**src/common/regblk_pkg.sv**
```systemverilog
package regblk_pkg;

  // --------------------------------------------------------------------------
  // Widths
  // --------------------------------------------------------------------------
  localparam int ADDR_WIDTH   = 8;
  localparam int DATA_WIDTH   = 32;
  localparam int BYTE_WIDTH   = 8;
  localparam int STROBE_WIDTH = DATA_WIDTH / BYTE_WIDTH;
  localparam int STATUS_WIDTH = 2;
  localparam int FIELD_WIDTH  = 16;

  // Control field sits in the upper half word, status in the lower
  localparam int CTRL_LSB   = 16;
  localparam int STATUS_LSB = 0;

  // Word offset within the byte address
  localparam int WORD_SHIFT = 2;

  // --------------------------------------------------------------------------
  // Types
  // --------------------------------------------------------------------------
  typedef logic [ADDR_WIDTH-1:0]   addr_t;
  typedef logic [DATA_WIDTH-1:0]   data_t;
  typedef logic [STROBE_WIDTH-1:0] strobe_t;
  typedef logic [STATUS_WIDTH-1:0] status_t;
  typedef logic [FIELD_WIDTH-1:0]  field_t;

  // --------------------------------------------------------------------------
  // Response codes
  // --------------------------------------------------------------------------
  localparam status_t STATUS_OKAY   = 2'b00;
  localparam status_t STATUS_SLVERR = 2'b10;

  // Bit of status_t that goes out on pslverr
  localparam int SLVERR_BIT = 1;

endpackage

```
**src/apb_adapter/access_decoder.sv**
```systemverilog
`timescale 1ns/1ps

module access_decoder #(
  parameter int                REGISTERS    = 4,
  parameter regblk_pkg::addr_t BASE_ADDRESS = 8'h40
) (
  input  logic                 i_access_valid,
  input  logic                 i_access_write,
  input  regblk_pkg::addr_t    i_access_addr,
  output logic [REGISTERS-1:0] o_reg_select,
  output logic [REGISTERS-1:0] o_reg_write
);

  localparam int ADDR_WIDTH  = regblk_pkg::ADDR_WIDTH;
  localparam int INDEX_WIDTH = ADDR_WIDTH - regblk_pkg::WORD_SHIFT;

  // One extra bit catches addresses below the base
  logic [ADDR_WIDTH:0]    offset;
  logic [INDEX_WIDTH-1:0] word_index;
  logic                   below_base;
  logic                   in_range;

  // --------------------------------------------------------------------------
  // Range check
  // --------------------------------------------------------------------------
  assign offset     = {1'b0, i_access_addr} - {1'b0, BASE_ADDRESS};
  assign below_base = offset[ADDR_WIDTH];

  // Low two bits ignored
  assign word_index = offset[ADDR_WIDTH-1:regblk_pkg::WORD_SHIFT];

  assign in_range = !below_base && (int'(word_index) < REGISTERS);

  // --------------------------------------------------------------------------
  // One-hot select and write enables
  // --------------------------------------------------------------------------
  always_comb begin
    o_reg_select = '0;
    for (int i = 0; i < REGISTERS; i++) begin
      if (i_access_valid && in_range && (int'(word_index) == i)) begin
        o_reg_select[i] = 1'b1;
      end
    end
  end

  assign o_reg_write = o_reg_select & {REGISTERS{i_access_write}};

endmodule

```
**src/apb_adapter/apb_adapter.sv**
```systemverilog
`timescale 1ns/1ps

module apb_adapter (
  input  logic                i_clk,
  input  logic                i_rst_n,
  // APB completer side
  input  logic                i_psel,
  input  logic                i_penable,
  input  logic                i_pwrite,
  input  regblk_pkg::addr_t   i_paddr,
  input  regblk_pkg::data_t   i_pwdata,
  input  regblk_pkg::strobe_t i_pstrb,
  output logic                o_pready,
  output regblk_pkg::data_t   o_prdata,
  output logic                o_pslverr,
  // Response from the read collector
  input  regblk_pkg::data_t   i_resp_rdata,
  input  regblk_pkg::status_t i_resp_status,
  // Internal access
  output logic                o_access_valid,
  output logic                o_access_write,
  output regblk_pkg::addr_t   o_access_addr,
  output regblk_pkg::data_t   o_access_wdata,
  output regblk_pkg::strobe_t o_access_strobe
);

  logic pready_q;
  logic access_valid;

  // Setup phase of a transfer that has not been answered yet
  assign access_valid = i_psel && !i_penable && !pready_q;

  assign o_access_valid  = access_valid;
  assign o_access_write  = i_pwrite;
  assign o_access_addr   = i_paddr;
  assign o_access_wdata  = i_pwdata;
  assign o_access_strobe = i_pstrb;

  // --------------------------------------------------------------------------
  // Access phase completes one cycle after setup
  // --------------------------------------------------------------------------
  always_ff @(posedge i_clk, negedge i_rst_n) begin
    if (!i_rst_n) begin
      pready_q <= 1'b0;
    end else begin
      pready_q <= access_valid;
    end
  end

  // Response captured on the same edge that raises pready
  always_ff @(posedge i_clk) begin
    if (access_valid) begin
      o_prdata  <= i_resp_rdata;
      o_pslverr <= i_resp_status[regblk_pkg::SLVERR_BIT];
    end
  end

  assign o_pready = pready_q;

endmodule

```
**src/hdl/apb_register_block.sv**
```systemverilog
`timescale 1ns/1ps

module apb_register_block #(
  parameter int                REGISTERS    = 4,
  parameter regblk_pkg::addr_t BASE_ADDRESS = 8'h40,
  parameter bit                ERROR_STATUS = 1
) (
  input  logic                               i_clk,
  input  logic                               i_rst_n,
  // APB
  input  logic                               i_psel,
  input  logic                               i_penable,
  input  logic                               i_pwrite,
  input  regblk_pkg::addr_t                  i_paddr,
  input  regblk_pkg::data_t                  i_pwdata,
  input  regblk_pkg::strobe_t                i_pstrb,
  output logic                               o_pready,
  output regblk_pkg::data_t                  o_prdata,
  output logic                               o_pslverr,
  // Hardware side
  input  regblk_pkg::field_t [REGISTERS-1:0] i_hw_set,
  output regblk_pkg::field_t [REGISTERS-1:0] o_ctrl
);

  logic                              access_valid;
  logic                              access_write;
  regblk_pkg::addr_t                 access_addr;
  regblk_pkg::data_t                 access_wdata;
  regblk_pkg::strobe_t               access_strobe;
  logic [REGISTERS-1:0]              reg_select;
  logic [REGISTERS-1:0]              reg_write;
  regblk_pkg::data_t [REGISTERS-1:0] reg_rdata;
  regblk_pkg::data_t                 resp_rdata;
  regblk_pkg::status_t               resp_status;

  // --------------------------------------------------------------------------
  // Bus side
  // --------------------------------------------------------------------------
  apb_adapter u_apb_adapter (
    .i_clk           (i_clk),
    .i_rst_n         (i_rst_n),
    .i_psel          (i_psel),
    .i_penable       (i_penable),
    .i_pwrite        (i_pwrite),
    .i_paddr         (i_paddr),
    .i_pwdata        (i_pwdata),
    .i_pstrb         (i_pstrb),
    .o_pready        (o_pready),
    .o_prdata        (o_prdata),
    .o_pslverr       (o_pslverr),
    .i_resp_rdata    (resp_rdata),
    .i_resp_status   (resp_status),
    .o_access_valid  (access_valid),
    .o_access_write  (access_write),
    .o_access_addr   (access_addr),
    .o_access_wdata  (access_wdata),
    .o_access_strobe (access_strobe)
  );

  access_decoder #(
    .REGISTERS    (REGISTERS),
    .BASE_ADDRESS (BASE_ADDRESS)
  ) u_access_decoder (
    .i_access_valid (access_valid),
    .i_access_write (access_write),
    .i_access_addr  (access_addr),
    .o_reg_select   (reg_select),
    .o_reg_write    (reg_write)
  );

  // --------------------------------------------------------------------------
  // Register array
  // --------------------------------------------------------------------------
  for (genvar i = 0; i < REGISTERS; i++) begin : g_register
    ctrl_status_register u_register (
      .i_clk    (i_clk),
      .i_rst_n  (i_rst_n),
      .i_write  (reg_write[i]),
      .i_wdata  (access_wdata),
      .i_strobe (access_strobe),
      .i_hw_set (i_hw_set[i]),
      .o_ctrl   (o_ctrl[i]),
      .o_rdata  (reg_rdata[i])
    );
  end

  read_collector #(
    .REGISTERS    (REGISTERS),
    .ERROR_STATUS (ERROR_STATUS)
  ) u_read_collector (
    .i_reg_select  (reg_select),
    .i_reg_rdata   (reg_rdata),
    .o_resp_rdata  (resp_rdata),
    .o_resp_status (resp_status)
  );

endmodule

```
**src/hdl/ctrl_status_register.sv**
```systemverilog
`timescale 1ns/1ps

module ctrl_status_register (
  input  logic                i_clk,
  input  logic                i_rst_n,
  input  logic                i_write,
  input  regblk_pkg::data_t   i_wdata,
  input  regblk_pkg::strobe_t i_strobe,
  input  regblk_pkg::field_t  i_hw_set,
  output regblk_pkg::field_t  o_ctrl,
  output regblk_pkg::data_t   o_rdata
);

  localparam int BYTE_WIDTH  = regblk_pkg::BYTE_WIDTH;
  localparam int FIELD_WIDTH = regblk_pkg::FIELD_WIDTH;
  localparam int FIELD_BYTES = FIELD_WIDTH / BYTE_WIDTH;
  localparam int CTRL_BYTE   = regblk_pkg::CTRL_LSB / BYTE_WIDTH;
  localparam int STATUS_BYTE = regblk_pkg::STATUS_LSB / BYTE_WIDTH;

  regblk_pkg::field_t ctrl_q;
  regblk_pkg::field_t status_q;
  regblk_pkg::field_t ctrl_mask;
  regblk_pkg::field_t status_mask;
  regblk_pkg::field_t ctrl_wdata;
  regblk_pkg::field_t status_wdata;
  regblk_pkg::field_t status_clear;

  assign ctrl_wdata   = i_wdata[regblk_pkg::CTRL_LSB+:FIELD_WIDTH];
  assign status_wdata = i_wdata[regblk_pkg::STATUS_LSB+:FIELD_WIDTH];

  // Byte strobes widened to bit masks per field
  always_comb begin
    for (int b = 0; b < FIELD_BYTES; b++) begin
      ctrl_mask[b*BYTE_WIDTH+:BYTE_WIDTH]   = {BYTE_WIDTH{i_strobe[CTRL_BYTE+b]}};
      status_mask[b*BYTE_WIDTH+:BYTE_WIDTH] = {BYTE_WIDTH{i_strobe[STATUS_BYTE+b]}};
    end
  end

  // --------------------------------------------------------------------------
  // Control field, read/write
  // --------------------------------------------------------------------------
  always_ff @(posedge i_clk, negedge i_rst_n) begin
    if (!i_rst_n) begin
      ctrl_q <= '0;
    end else if (i_write) begin
      ctrl_q <= (ctrl_q & ~ctrl_mask) | (ctrl_wdata & ctrl_mask);
    end
  end

  // --------------------------------------------------------------------------
  // Status field, sticky, write one to clear
  // --------------------------------------------------------------------------
  assign status_clear = i_write ? (status_wdata & status_mask) : '0;

  // Hardware set applied after the clear so set wins
  always_ff @(posedge i_clk, negedge i_rst_n) begin
    if (!i_rst_n) begin
      status_q <= '0;
    end else begin
      status_q <= (status_q & ~status_clear) | i_hw_set;
    end
  end

  assign o_ctrl  = ctrl_q;
  assign o_rdata = {ctrl_q, status_q};

endmodule

```
**src/hdl/read_collector.sv**
```systemverilog
`timescale 1ns/1ps

module read_collector #(
  parameter int REGISTERS    = 4,
  parameter bit ERROR_STATUS = 1
) (
  input  logic [REGISTERS-1:0]              i_reg_select,
  input  regblk_pkg::data_t [REGISTERS-1:0] i_reg_rdata,
  output regblk_pkg::data_t                 o_resp_rdata,
  output regblk_pkg::status_t               o_resp_status
);

  localparam int DATA_WIDTH = regblk_pkg::DATA_WIDTH;

  logic hit;

  // --------------------------------------------------------------------------
  // Read data, AND-OR mux over the one-hot select
  // --------------------------------------------------------------------------
  always_comb begin
    o_resp_rdata = '0;
    for (int i = 0; i < REGISTERS; i++) begin
      o_resp_rdata = o_resp_rdata | (i_reg_rdata[i] & {DATA_WIDTH{i_reg_select[i]}});
    end
  end

  // --------------------------------------------------------------------------
  // Response status
  // --------------------------------------------------------------------------
  assign hit = |i_reg_select;

  // Empty select means the access missed every register
  always_comb begin
    if (hit) begin
      o_resp_status = regblk_pkg::STATUS_OKAY;
    end else if (ERROR_STATUS) begin
      o_resp_status = regblk_pkg::STATUS_SLVERR;
    end else begin
      o_resp_status = regblk_pkg::STATUS_OKAY;
    end
  end

endmodule

```
**config.mk**
```make
export PLATFORM = sky130hd
export DESIGN_NAME = apb_register_block
export DESIGN_NICKNAME = d
export VERILOG_FILES = /design/src/common/regblk_pkg.sv /design/src/apb_adapter/access_decoder.sv /design/src/apb_adapter/apb_adapter.sv /design/src/hdl/apb_register_block.sv /design/src/hdl/ctrl_status_register.sv /design/src/hdl/read_collector.sv
export SDC_FILE = /design/constraint.sdc
export NUM_CORES = 1
export LEC_CHECK = 0
export BUFFER_PORTS_ARGS = -buffer_cell sky130_fd_sc_hd__buf_2
export CAP_MARGIN = 20
export CORE_MARGIN = 5
export CORE_UTILIZATION = 44
export CTS_BUF_LIST = sky130_fd_sc_hd__clkbuf_8
export CTS_CLUSTER_DIAMETER = 80
export CTS_CLUSTER_SIZE = 10
export DETAILED_ROUTE_END_ITERATION = 7
export PLACE_DENSITY = 0.78
export RECOVER_POWER = 25
export SLEW_MARGIN = 15
export SYNTH_ARGS = -nofsm -noshare
export SYNTH_HDL_FRONTEND = slang
export SYNTH_SLANG_ARGS = --single-unit
```
**constraint.sdc**
```tcl
create_clock -name i_clk -period 4.22 [get_ports i_clk]
set_input_delay 0.844 -clock i_clk [delete_from_list [all_inputs] [get_ports i_clk]]
set_output_delay 0.844 -clock i_clk [all_outputs]
set_load 0.005 [all_outputs]
```
==> run metrics <==
Netlist Area Pre-Place=around 8300 sq um; fmax=roughly 0.37 GHz; clock sink count=162; H-Tree Level Count=4; Clk Latency, worst-skew pair=0.44 ns; Site Rows=50; Tot Pwr=just over 3 mW; post-route ant nets=0; CTS root buffer=clkbuf_8; failing checks=max-capacitance violations, max-slew violations; Hold-fix buffers, CTS=0; cell count after synthesis=just over 600; maxcap violations=1; part of the Yosys area used for sequential elements=50.7%; CP required=4.54 ns; fin crit period=between 2 and 3 ns; Synth cell types=23; Initial Util=approximately 45%; Worst Hold Class=flip-flop to flip-flop; FF-to-FF path depth=3; CTS tree=yes; Rel. slew slack=-4.65%; total CTS buffers=17; status=finished with violations; die area=~22000 sq um; share of layout cells above drive strength 1=47.4%; die height=about 150 microns; final setup fails=0; largest net degree at the start of global routing=71; setup_tns=0 ns; crit-path max FO=8; Tot GR Track Use=roughly 18%; clock-pin slew on the worst setup and hold paths=0.09 ns; drt via density=between 5 and 6; Leakage=about 4.2 nW; Layout Nets=849; Final Max Tran Viols=60; Fillers=1659; PwrDens=approximately 330 nW/um^2; post-CTS sizing=0; 1st-pass router iterations=5; I/O pin cnt=211; port buffer count=approximately 210; syn nets=between 700 and 800; global-route wire length before repair=31300 microns; Fin. Hold Viols=0; initial antenna violation count=1; DRT iter0 DRCs=311; core area=18600 sq um; vias in the first global route=around 5700; CP Class=input port to flip-flop; flops & latches, synth=between 150 and 200; clock skew=around 0.013 ns; Syn-to-layout area delta=13.5%; Worst-Margin Slew=around 1.6 ns; gpl congestion=between 0.7 and 0.8; CP Data Arrival Time=3.06 ns; routed len/inst=19.3 microns; Clock Path Buffers=2; final HPWL from detailed placement=approximately 13000 microns; setup repair bufs after CTS=0; Avg Cell Area, Syn=approximately 13 sq um; period utilization=between 60 and 70%; final WL=approximately 19000 microns; drt drc=0; unrepaired setup endpoints after global routing=false; gr ovfl total=0; hold path depth=1; maximum vdd ir drop=around 0.00019 V; via count=approximately 5700; kind of start point of the critical path=input port; crit end category=flip-flop; Yosys warnings=0; die width=approximately 150 microns
-- path summary, 6_finish.rpt --
| kind | from | end | slack [ns] |
|---|---|---|---|
| worst max-delay path | i_paddr[7] | flip-flop | 1.48 |
| min in group asynchronous | i_rst_n | g_register[0].u_register.status_q[10] | 0.78 |
| worst max register to register | u_apb_adapter.o_pready | flip-flop | 1.82 |
| worst min-delay path | g_register[2].u_register.status_q[0] | g_register[2].u_register.status_q[0] | 0.48 |
| max in group asynchronous | i_rst_n | async pin | 2.34 |
| worst min register to register | g_register[2].u_register.status_q[0] | g_register[2].u_register.status_q[0] | 0.48 |
-- critical path: stages --
cell and delay (ns):
buf_2 0.12, or4b_1 0.87, nor4_4 0.80, mux2_2 0.42
-- logic make-up (layout without fill, tap and decap cells) --
group,after synthesis,count (layout),share of synthesized area (%)
buffers and inverters,122,249,8.59
flip-flops,162,162,50.7
other,0,1,0
AO/OA/AOI/OAI,64,64,5.78
multiplexers,96,96,17.3
AND/OR/NAND/NOR,178,178,17.6
-- per-stage QoR --
| stage | cell area [sq um] | instances | worst slack, ns | hold slack [ns] | util, % |
|---|---|---|---|---|---|
| detailed placement | 9040 | 951 | 1.05 | 0.461 | 48.5 |
| global placement | 9040 | 951 | 1.06 | 0.454 | 48.5 |
| finish | 9440 | 984 | 1.48 | 0.478 | 50.7 |
| global route | 9440 | 983 | 1.49 | 0.496 | 50.6 |
| floorplan | 8320 | 622 | 1.12 | 0.444 | - |
| CTS | 9440 | 983 | 1.52 | 0.481 | 50.7 |
-- cell type report --
class	count	area (sq um)	area share, %
repair buffers	216	1130	12.0
flip-flops and latches	162	4220	44.7
diodes	1	2.50	0.0265
clock inverters	14	151	1.60
clock buffers	18	248	2.62
multi-input cells	338	3390	35.9
inverters	1	6.26	0.0663
well taps	234	293	3.10
-- metal layers --
layer | vias up | GRT usage (%) | routed length [microns] | part of all wire [%]
met1 | 2865 | 24.6 | 8390 | 44
met5 | - | 0 | 13 | 0.068
met4 | 2 | 2.80 | 145 | 0.76
li1 | 2584 | - | - | -
met3 | 11 | 5.30 | 1240 | 6.5
met2 | 194 | 28.0 | 9200 | 48
-- power breakdown --
group / switching, mW / total, mW / internal, mW
combinational: 0.166 / 0.275 / 0.109
sequential: 0.0141 / 1.63 / 1.62
clock: 0.611 / 1.16 / 0.552
-- placed cells by master (no fill, tap or decap), drive strengths merged, types with 19 or more instances in the layout --
cell and count:
mux4 32, mux2 64, and4b 32, dfrtp 129
edfxtp 33, a21o 64, buf 215, and3 32
clkbuf 19, nand4 64
-- cells in the mapped netlist (all sizes together) --
library cell,instances,area (sq um)
a21o,64,480
buf,76,542
and4b,32,320
or3b,1,8.76
clkbuf,45,169
nand4,64,400
mux2,64,721
dfrtp,129,3230
edfxtp,33,991
inv,1,3.75
mux4,32,721
nand2,4,15.0
or2,1,6.26
nor4b,1,15.0
and3,32,200
or4b,1,10.0
nor4bb,16,160
and4,16,140
nor4,8,170
or2b,2,15.0
Power figures use the tool's default switching activity.
